<file path="config.mk">
export PLATFORM = sky130hd
export DESIGN_NAME = ingress_policer
export DESIGN_NICKNAME = d
export VERILOG_FILES = /design/src/verilog/policer_pkg.sv /design/src/verilog/bucket_access_if.sv /design/src/verilog/policer_config_regs.sv /design/src/verilog/policer_bucket_bank.sv /design/src/verilog/policer_meter.sv /design/src/verilog/ingress_policer.sv
export SDC_FILE = /design/constraint.sdc
export NUM_CORES = 2
export LEC_CHECK = 0
export BUFFER_PORTS_ARGS = -buffer_cell sky130_fd_sc_hd__buf_2
export CAP_MARGIN = 20
export CORE_UTILIZATION = 41
export CTS_BUF_LIST = sky130_fd_sc_hd__clkbuf_16
export CTS_CLUSTER_DIAMETER = 100
export DETAILED_ROUTE_END_ITERATION = 12
export PLACE_DENSITY = 0.55
export SYNTH_ARGS = -nofsm -noshare
export SYNTH_HDL_FRONTEND = slang
export SYNTH_HIERARCHICAL = 1
export SYNTH_SLANG_ARGS = --single-unit
</file>
<file path="constraint.sdc">
create_clock -name core_clk_ifc -period 14.86 [get_ports core_clk_ifc]
set_input_delay 2.972 -clock core_clk_ifc [delete_from_list [all_inputs] [get_ports core_clk_ifc]]
set_output_delay 2.972 -clock core_clk_ifc [all_outputs]
set_load 0.05 [all_outputs]
</file>
<file path="src/verilog/policer_pkg.sv">
/* Ingress policer package
   Widths, fixed-point types and configuration table codes */

`default_nettype none

package policer_pkg;

    //////////////////////////////////////////////////
    // Port sizing

    // Upper bound on ingress ports, sets the index width
    localparam int num_ports_max = 16;

    typedef logic [$clog2(num_ports_max)-1:0] port_idx_t;

    //////////////////////////////////////////////////
    // Descriptor fields

    typedef logic [2:0]  prio_t;
    // Up to a 1500 byte MTU
    typedef logic [10:0] byte_len_t;

    //////////////////////////////////////////////////
    // Token bucket arithmetic

    // Fraction bits shared by leak rate and bucket level
    localparam int frac_bits = 8;

    // CIR leak per clock, 8.8 fixed point
    typedef logic [15:0] leak_rate_t;

    // CBS threshold in whole bytes
    typedef logic [19:0] burst_size_t;

    // Bucket level, 20 whole bits and 8 fraction bits
    typedef logic [27:0] bucket_t;

    // Configuration write path
    typedef enum logic [1:0] {
        cfg_cir    = 2'd0,
        cfg_cbs    = 2'd1,
        cfg_enable = 2'd2
    } cfg_table_e;

    typedef logic [31:0] cfg_data_t;

endpackage

`default_nettype wire

</file>
<file path="src/verilog/bucket_access_if.sv">
/* Bucket lookup and charge path between the meter and the bucket bank */

`timescale 1ns/100ps
`default_nettype none

interface bucket_access_if import policer_pkg::*; ();

    port_idx_t lookup_port;
    // Current level of lookup_port, combinational
    bucket_t   level;
    // One cycle strobe, applied on the closing edge
    logic      charge;
    byte_len_t charge_len;

    modport meter (
        output lookup_port,
        output charge,
        output charge_len,
        input  level
    );

    modport bank (
        input  lookup_port,
        input  charge,
        input  charge_len,
        output level
    );

endinterface

`default_nettype wire

</file>
<file path="src/verilog/policer_config_regs.sv">
/* Policer configuration tables
   Per-port CIR, CBS and enable, updated by the write strobe */

`timescale 1ns/100ps
`default_nettype none

module policer_config_regs import policer_pkg::*; #(
    parameter int num_ports = 11
) (
    input  wire logic       core_clk_ifc,
    input  wire logic       timer_reset,

    input  wire logic       cfg_write,
    input  wire cfg_table_e cfg_table,
    input  wire port_idx_t  cfg_port,
    input  wire cfg_data_t  cfg_data,

    output leak_rate_t      leak_rates  [num_ports],
    output burst_size_t     burst_sizes [num_ports],
    output logic [num_ports-1:0] port_enables
);

    // Table entry views of the write data
    leak_rate_t  wr_leak;
    burst_size_t wr_burst;

    assign wr_leak  = cfg_data[$bits(leak_rate_t)-1:0];
    assign wr_burst = cfg_data[$bits(burst_size_t)-1:0];

    //////////////////////////////////////////////////
    // Table update

    // Ports at or above num_ports never match the loop index
    always_ff @(posedge core_clk_ifc) begin
        if (timer_reset) begin
            leak_rates   <= '{default: '0};
            burst_sizes  <= '{default: '0};
            port_enables <= '0;
        end else if (cfg_write) begin
            for (int i = 0; i < num_ports; i++) begin
                if (cfg_port == port_idx_t'(i)) begin
                    case (cfg_table)
                        cfg_cir:    leak_rates[i]   <= wr_leak;
                        cfg_cbs:    burst_sizes[i]  <= wr_burst;
                        cfg_enable: port_enables[i] <= cfg_data[0];
                        default:    ;
                    endcase
                end
            end
        end
    end

endmodule

`default_nettype wire

</file>
<file path="src/verilog/policer_bucket_bank.sv">
/* Token bucket bank
   One bucket per port, leaked every clock and charged by the meter */

`timescale 1ns/100ps
`default_nettype none

module policer_bucket_bank import policer_pkg::*; #(
    parameter int num_ports = 11
) (
    input  wire logic        core_clk_ifc,
    input  wire logic        timer_reset,

    input  wire leak_rate_t  leak_rates [num_ports],

    bucket_access_if.bank    access
);

    bucket_t buckets     [num_ports];
    bucket_t bucket_next [num_ports];
    bucket_t charge_amount;

    // Length in bytes moved up to the bucket's fixed point
    assign charge_amount = bucket_t'(access.charge_len) << frac_bits;

    //////////////////////////////////////////////////
    // Leak and charge

    always_comb begin
        for (int i = 0; i < num_ports; i++) begin
            // Leak saturates at an empty bucket
            if (buckets[i] > bucket_t'(leak_rates[i])) begin
                bucket_next[i] = buckets[i] - bucket_t'(leak_rates[i]);
            end else begin
                bucket_next[i] = '0;
            end

            // Meter only charges while whole level plus length fits the CBS
            if (access.charge && access.lookup_port == port_idx_t'(i)) begin
                bucket_next[i] = bucket_next[i] + charge_amount;
            end
        end
    end

    always_ff @(posedge core_clk_ifc) begin
        if (timer_reset) begin
            buckets <= '{default: '0};
        end else begin
            buckets <= bucket_next;
        end
    end

    //////////////////////////////////////////////////
    // Level lookup

    always_comb begin
        access.level = '0;
        for (int i = 0; i < num_ports; i++) begin
            if (access.lookup_port == port_idx_t'(i)) begin
                access.level = buckets[i];
            end
        end
    end

endmodule

`default_nettype wire

</file>
<file path="src/verilog/policer_meter.sv">
/* Policer meter
   Compares bucket level plus length with the CBS, registers the marked descriptor */

`timescale 1ns/100ps
`default_nettype none

module policer_meter import policer_pkg::*; #(
    parameter int num_ports = 11
) (
    input  wire logic        core_clk_ifc,
    input  wire logic        timer_reset,

    input  wire burst_size_t burst_sizes [num_ports],
    input  wire logic [num_ports-1:0] port_enables,

    input  wire logic        in_valid,
    input  wire port_idx_t   in_ingress_port,
    input  wire port_idx_t   in_egress_port,
    input  wire prio_t       in_prio,
    input  wire byte_len_t   in_byte_length,

    bucket_access_if.meter   access,

    output logic             out_valid,
    output port_idx_t        out_ingress_port,
    output port_idx_t        out_egress_port,
    output prio_t            out_prio,
    output byte_len_t        out_byte_length,
    output logic             out_drop_mark
);

    // One extra bit so the sum cannot wrap
    typedef logic [$bits(burst_size_t):0] demand_t;

    burst_size_t port_cbs;
    logic        port_enabled;
    logic [$bits(bucket_t)-frac_bits-1:0] level_whole;
    demand_t     demand;
    logic        over_limit;

    // Settings of the incoming port, zero for ports beyond num_ports
    always_comb begin
        port_cbs     = '0;
        port_enabled = 1'b0;
        for (int i = 0; i < num_ports; i++) begin
            if (in_ingress_port == port_idx_t'(i)) begin
                port_cbs     = burst_sizes[i];
                port_enabled = port_enables[i];
            end
        end
    end

    //////////////////////////////////////////////////
    // Decision

    assign access.lookup_port = in_ingress_port;
    assign level_whole        = access.level[$bits(bucket_t)-1:frac_bits];
    assign demand             = demand_t'(level_whole) + demand_t'(in_byte_length);
    assign over_limit         = port_enabled && (demand > demand_t'(port_cbs));

    // Charge accepted traffic on enabled ports only
    assign access.charge      = in_valid && port_enabled && !over_limit;
    assign access.charge_len  = in_byte_length;

    //////////////////////////////////////////////////
    // Output register

    always_ff @(posedge core_clk_ifc) begin
        if (timer_reset) begin
            out_valid     <= 1'b0;
            out_drop_mark <= 1'b0;
        end else begin
            out_valid     <= in_valid;
            out_drop_mark <= in_valid && over_limit;
        end
    end

    always_ff @(posedge core_clk_ifc) begin
        out_ingress_port <= in_ingress_port;
        out_egress_port  <= in_egress_port;
        out_prio         <= in_prio;
        out_byte_length  <= in_byte_length;
    end

endmodule

`default_nettype wire

</file>
<file path="src/verilog/ingress_policer.sv">
/* Per-ingress-port token bucket policer
   Marks descriptors that exceed their port's committed burst */

`timescale 1ns/100ps
`default_nettype none

module ingress_policer import policer_pkg::*; #(
    parameter int num_ports = 11
) (
    input  wire logic       core_clk_ifc,
    input  wire logic       timer_reset,

    // Configuration strobe
    input  wire logic       cfg_write,
    input  wire cfg_table_e cfg_table,
    input  wire port_idx_t  cfg_port,
    input  wire cfg_data_t  cfg_data,

    // Descriptor in
    input  wire logic       in_valid,
    input  wire port_idx_t  in_ingress_port,
    input  wire port_idx_t  in_egress_port,
    input  wire prio_t      in_prio,
    input  wire byte_len_t  in_byte_length,

    // Descriptor out, one cycle later
    output logic            out_valid,
    output port_idx_t       out_ingress_port,
    output port_idx_t       out_egress_port,
    output prio_t           out_prio,
    output byte_len_t       out_byte_length,
    output logic            out_drop_mark
);

    leak_rate_t            leak_rates  [num_ports];
    burst_size_t           burst_sizes [num_ports];
    logic [num_ports-1:0]  port_enables;

    bucket_access_if bucket_bus ();

    policer_config_regs #(
        .num_ports    (num_ports)
    ) config_regs_i (
        .core_clk_ifc (core_clk_ifc),
        .timer_reset  (timer_reset),
        .cfg_write    (cfg_write),
        .cfg_table    (cfg_table),
        .cfg_port     (cfg_port),
        .cfg_data     (cfg_data),
        .leak_rates   (leak_rates),
        .burst_sizes  (burst_sizes),
        .port_enables (port_enables)
    );

    policer_bucket_bank #(
        .num_ports    (num_ports)
    ) bucket_bank_i (
        .core_clk_ifc (core_clk_ifc),
        .timer_reset  (timer_reset),
        .leak_rates   (leak_rates),
        .access       (bucket_bus.bank)
    );

    policer_meter #(
        .num_ports        (num_ports)
    ) meter_i (
        .core_clk_ifc     (core_clk_ifc),
        .timer_reset      (timer_reset),
        .burst_sizes      (burst_sizes),
        .port_enables     (port_enables),
        .in_valid         (in_valid),
        .in_ingress_port  (in_ingress_port),
        .in_egress_port   (in_egress_port),
        .in_prio          (in_prio),
        .in_byte_length   (in_byte_length),
        .access           (bucket_bus.meter),
        .out_valid        (out_valid),
        .out_ingress_port (out_ingress_port),
        .out_egress_port  (out_egress_port),
        .out_prio         (out_prio),
        .out_byte_length  (out_byte_length),
        .out_drop_mark    (out_drop_mark)
    );

endmodule

`default_nettype wire

</file>
== Word-level counts from Yosys, hierarchy flattened ==
Cells that the tools add are included.
Cells by class
  add/subtract/negate cells: 23
  multiplexer cells: 55
  eq/ne operators: 22
  reductions and logical operators: 52
  $lt $le $gt $ge: 12
Operators by type and width (count)
  $mux W28: 33
  $add A28 B19 Y28: 11
  $gt A28 B16 Y1: 11
  $sub A28 B16 Y28: 11
  $mux W20: 11
  $reduce_and A3 Y1: 33
  $eq A4 B3 Y1 const B: 8
  $eq A4 B4 Y1 const B: 6
  $add A20 B11 Y21: 1
  $gt A21 B20 Y1: 1
  $eq A4 B2 Y1 const B: 4
  $logic_and A1 B1 Y1: 15
  $mux W1: 11
  $eq A4 B1 Y1 const B: 2
  $logic_not A4 Y1: 2
  $eq A2 B1 Y1 const B: 1
  $eq A2 B2 Y1 const B: 1
  $logic_not A2 Y1: 1
  $logic_not A1 Y1: 1
Word-level totals
  register bits: 739
  logic and storage cells: 214

== Longest topological paths before layout ==
  depth after elaboration: 19
  depth in mapped cells: 36
  mapped depth without buffers: 31

== By module ==
Netlist, hierarchy kept.
By module, submodules not included
  policer_bucket_bank: area an instance 31283.8 µm², sequential area each 6165.9 µm², instances 1, cells an instance 4385
  policer_config_regs: area an instance 15879.0 µm², sequential area each 8147.8 µm², instances 1, cells an instance 1416
  policer_meter: area an instance 3458.3 µm², sequential area each 480.5 µm², instances 1, cells an instance 405

== Least setup slack after synthesis ==
OpenSTA, ideal clock, no wires.
  kind: input to register
  start point: input in_ingress_port[0]
  end point: register bucket_bank_i/buckets[307] in the netlist's numbering
  arrival time: 9.861 ns
  path buffers: 6
  stages: 35
  setup slack: 4.940 ns
  setup time: 0.059 ns
  required time: 14.801 ns
  path through: buf_4 -> clkbuf_1 -> clkbuf_1 -> clkbuf_1 -> mux2i_1 -> o21ai_0 -> a222oi_1 -> a21oi_1 -> a21oi_1 -> a21oi_1 -> a211oi_1 -> o21ai_0 -> ha_1 -> fa_1 -> a211oi_1 -> nor2_1 -> o21ai_0 -> a21oi_1 -> nand2_1 -> xnor2_1 -> ha_1 -> and4_1 -> nand4_1 -> nor4_1 -> a211oi_1 -> a32oi_1 -> and3_1 -> clkbuf_1 -> clkbuf_1 -> nand3_1 -> a21oi_1 -> o2111a_1 -> nand2_1 -> or4_1 -> nand2_1
On the way
  cells in the longest elaborated chain, start to end: 19
  elaborated cells between the ends (all ways): 52
Ends and longest elaborated chain
  start, declared: line ingress_policer.sv:21  | input wire port_idx_t in_ingress_port,
  $logic_not A4 Y1: line policer_bucket_bank.sv:58  | if (access.lookup_port == port_idx_t'(i)) begin
  $mux W28 (10 in series): line policer_bucket_bank.sv:58
  $mux W28 (*): line policer_bucket_bank.sv:58
  net bucket_bus.level[8]: line bucket_access_if.sv:10  | bucket_t level;
  $add A20 B11 Y21 (*): line policer_meter.sv:58  | assign demand = demand_t'(level_whole) + demand_t'(in_byte_length);
  $gt A21 B20 Y1 (*): line policer_meter.sv:59  | assign over_limit = port_enabled && (demand > demand_t'(port_cbs));
  $logic_and A1 B1 Y1 (*): line policer_meter.sv:59
  $logic_not A1 Y1 (*): line policer_meter.sv:62  | assign access.charge = in_valid && port_enabled && !over_limit;
  $logic_and A1 B1 Y1 (*): line policer_meter.sv:62
  net bucket_bus.charge: line bucket_access_if.sv:12  | logic charge;
  $logic_and A1 B1 Y1 (*): line policer_bucket_bank.sv:38  | if (access.charge && access.lookup_port == port_idx_t'(i)) begin
  $mux W28 (*): line policer_bucket_bank.sv:38
  end signal, assigned: line policer_bucket_bank.sv:48  | buckets <= bucket_next;
  end, declared: line policer_bucket_bank.sv:18  | bucket_t buckets [num_ports];
Mark *: on every way through the listed nets, which the timed path passes. The rest lies on a longest branch.
A chain may end at the register's enable or synchronous reset.

== Worst setup path in the final report ==
  start point: input in_ingress_port[0]
  end point: register bucket_bank_i/buckets[277] in the netlist's numbering
Same word-level chain as after synthesis.

==> metrics <==
Worst-Margin Slew=1.19 ns; # hold bufs at CTS=0; slowest CP cell=nor4b_1; Finished Layout Cells=between 7,000 and 8,000; maximum vdd drop=around 0.11 mV; CTS tree=done; final setup violating endpoints=0; Critical Path End Type=flop; final WL=164 mm; TritonRoute pass-1 iters=9; placed cells=about 7,500; DRT iter0 DRCs=between 3,000 and 4,000; switching portion of total power=a little under half; post-cts resize count=0; vias in the first global route=slightly above 40,000; Worst Setup SP=in_ingress_port[0]; critical path launch point type=input pin; Synthesis Warnings=6; pin count of the biggest net entering global routing=110; Hold Vio Cnt, Final=0; CP required=15.43 ns; Synth Net Count=around 6,500; Remaining DRCs=0; Hold Path Origin=config_regs_i/burst_sizes[216]$_SDFFE_PP0P_; Final Worst Setup Slack=3.12 ns; status=finished clean; sw power=about 5.9 mW; CTS Buf Count=92; Layout Skew=0.0439 ns; Flop pwr share=about a fifth; fin. max-slew vios=0; via count=~44,000; period utilization=approximately four fifths; Fmax=between 80 and 90 MHz; Post-DRT Antenna Nets=0; Pint=about 6.7 mW; final net count=6,430; total power=12.6 mW; clk slew on worst S/H paths=~0.060 ns; critical path class=input pin to flop; Slew HR=slightly above 20%; total of max-cap violations=0; P&R area growth vs syn=8.91%; GPL Wtd Cong=just under 1; core area=between 0.1 and 0.15 sq mm; gr usage total=about a quarter; Rows=between 100 and 150; Ports=88; clock sinks=around 740; clock root buffer=clkbuf_16; DP Worst Slack=approximately 2.6 ns; most used cell, CP=a21oi_1; first-pass GRT wire length=~250 mm; vias per inst=approximately 5.7; worst r2r src=bucket_bank_i/buckets[260]$_SDFF_PP0_; initial antenna violation count=11; clock insertion delay at the later pin of the skew report=about 0.7 ns; GR Overflow Total=0; Die Span Y=between 300 and 400 microns; die area=0.123 sq mm; Post-DP HPWL=114 mm; Post-Syn Instances=6,106; Leakage=around 24 nW; port bufs=between 70 and 80; Final TNS setup=0 ns; initial core utilization=between 40 and 50%; CTS HTree Levels=3; Logic pwr share=around 62%; Hold Crit Class=flop to flop; Max clock buf depth=3; pwr/cell area=231 mW/mm^2; WL/cell=roughly 21 microns; Final min period=~12 ns; Final Util=45.3%; Post-CTS Setup Bufs=0; Mapped Area=between 0.05 and 0.06 sq mm; Die Width=~350 microns; Largest stage delay, worst path=about 0.77 ns; crit path DAT=around 12 ns; syn_area_per_cell=slightly above 8 sq um; share of layout cells above drive strength 1=under 10%; Clock power frac=roughly 18%; CP Max Fanout=28; RSZ-0062 raised after global routing=no
[area by class of cell]
type / instances / area, sq um
flip-flops and latches: 739 / 14800
fillers: 12272 / 65900
inverters: 273 / 1020
multi-input cells: 4763 / 32800
well taps: 1612 / 2020
clock inverters: 74 / 621
diodes: 2 / 5.00
repair buffers: 146 / 921
clock buffers: 93 / 2330
[final timing paths]
path	end	slack, ns	depth (start not counted)
max	bucket_bank_i/buckets[277]$_SDFF_PP0_	3.12	31
min	config_regs_i/burst_sizes[216]$_SDFFE_PP0P_	0.47	2
max reg2reg	bucket_bank_i/buckets[277]$_SDFF_PP0_	5.80	29
min reg2reg	config_regs_i/burst_sizes[216]$_SDFFE_PP0P_	0.47	2
[flip-flops by register name, summed over array words and instances, names as in the netlist]
signal	cells
meter_i/out_ingress_port	4
meter_i/out_prio	3
config_regs_i/port_enables	11
bucket_bank_i/buckets	308
config_regs_i/burst_sizes	220
meter_i/out_drop_mark	1
config_regs_i/leak_rates	176
meter_i/out_byte_length	11
meter_i/out_egress_port	4
meter_i/out_valid	1
[metrics by stage]
stage                     cell area [sq um]  hold WS, ns
after floorplan                       50100        0.444
after global placement                51500        0.457
after detailed placement              51500        0.464
after CTS                             54500        0.475
after global routing                  54500        0.490
final                                 54500        0.474
[cells in the final DEF, fill, tap and decap left out, drive strengths merged, types with 57 or more instances in the layout]
master  instances
inv           292
nor3          175
a21o           88
nor4           57
or3            65
clkbuf         94
nand3          87
nor2b          78
o21ai         241
dfxtp         739
nor2          718
ha            328
a211oi         79
a21oi         398
nand2b        513
xor2          152
mux2i         445
nand2         380
xnor2         216
buf           145
[power by group through the flow]
stage | clock, mW | combinational [mW] | sequential (mW)
after detailed placement | 0 | 7.65 | 2.57
final | 2.24 | 7.82 | 2.53
after global placement | 0 | 7.58 | 2.57
after global routing | 2.36 | 8.75 | 2.55
after floorplan | 0 | 6.19 | 2.42
after CTS | 2.29 | 7.71 | 2.52
[per-layer routing]
| metal | track usage [%] | vias to the layer above | share of wire (%) |
|---|---|---|---|
| li1 | - | 21291 | - |
| met1 | 37.1 | 20922 | 47 |
| met2 | 41.1 | 1190 | 44 |
| met3 | 3.16 | 209 | 6.2 |
| met4 | 7.30 | 0 | 2.7 |
| met5 | 0 | - | 0 |
[critical path, delay by kind of cell]
family	cells	cell delay (ns)
xor+xnor	1	0.08
buf+inv	3	0.99
mux	1	0.33
fa+ha+maj	3	1.02
compound gates	12	3.41
simple gates	11	3.43
No activity file was read; power rests on OpenSTA's default activity.
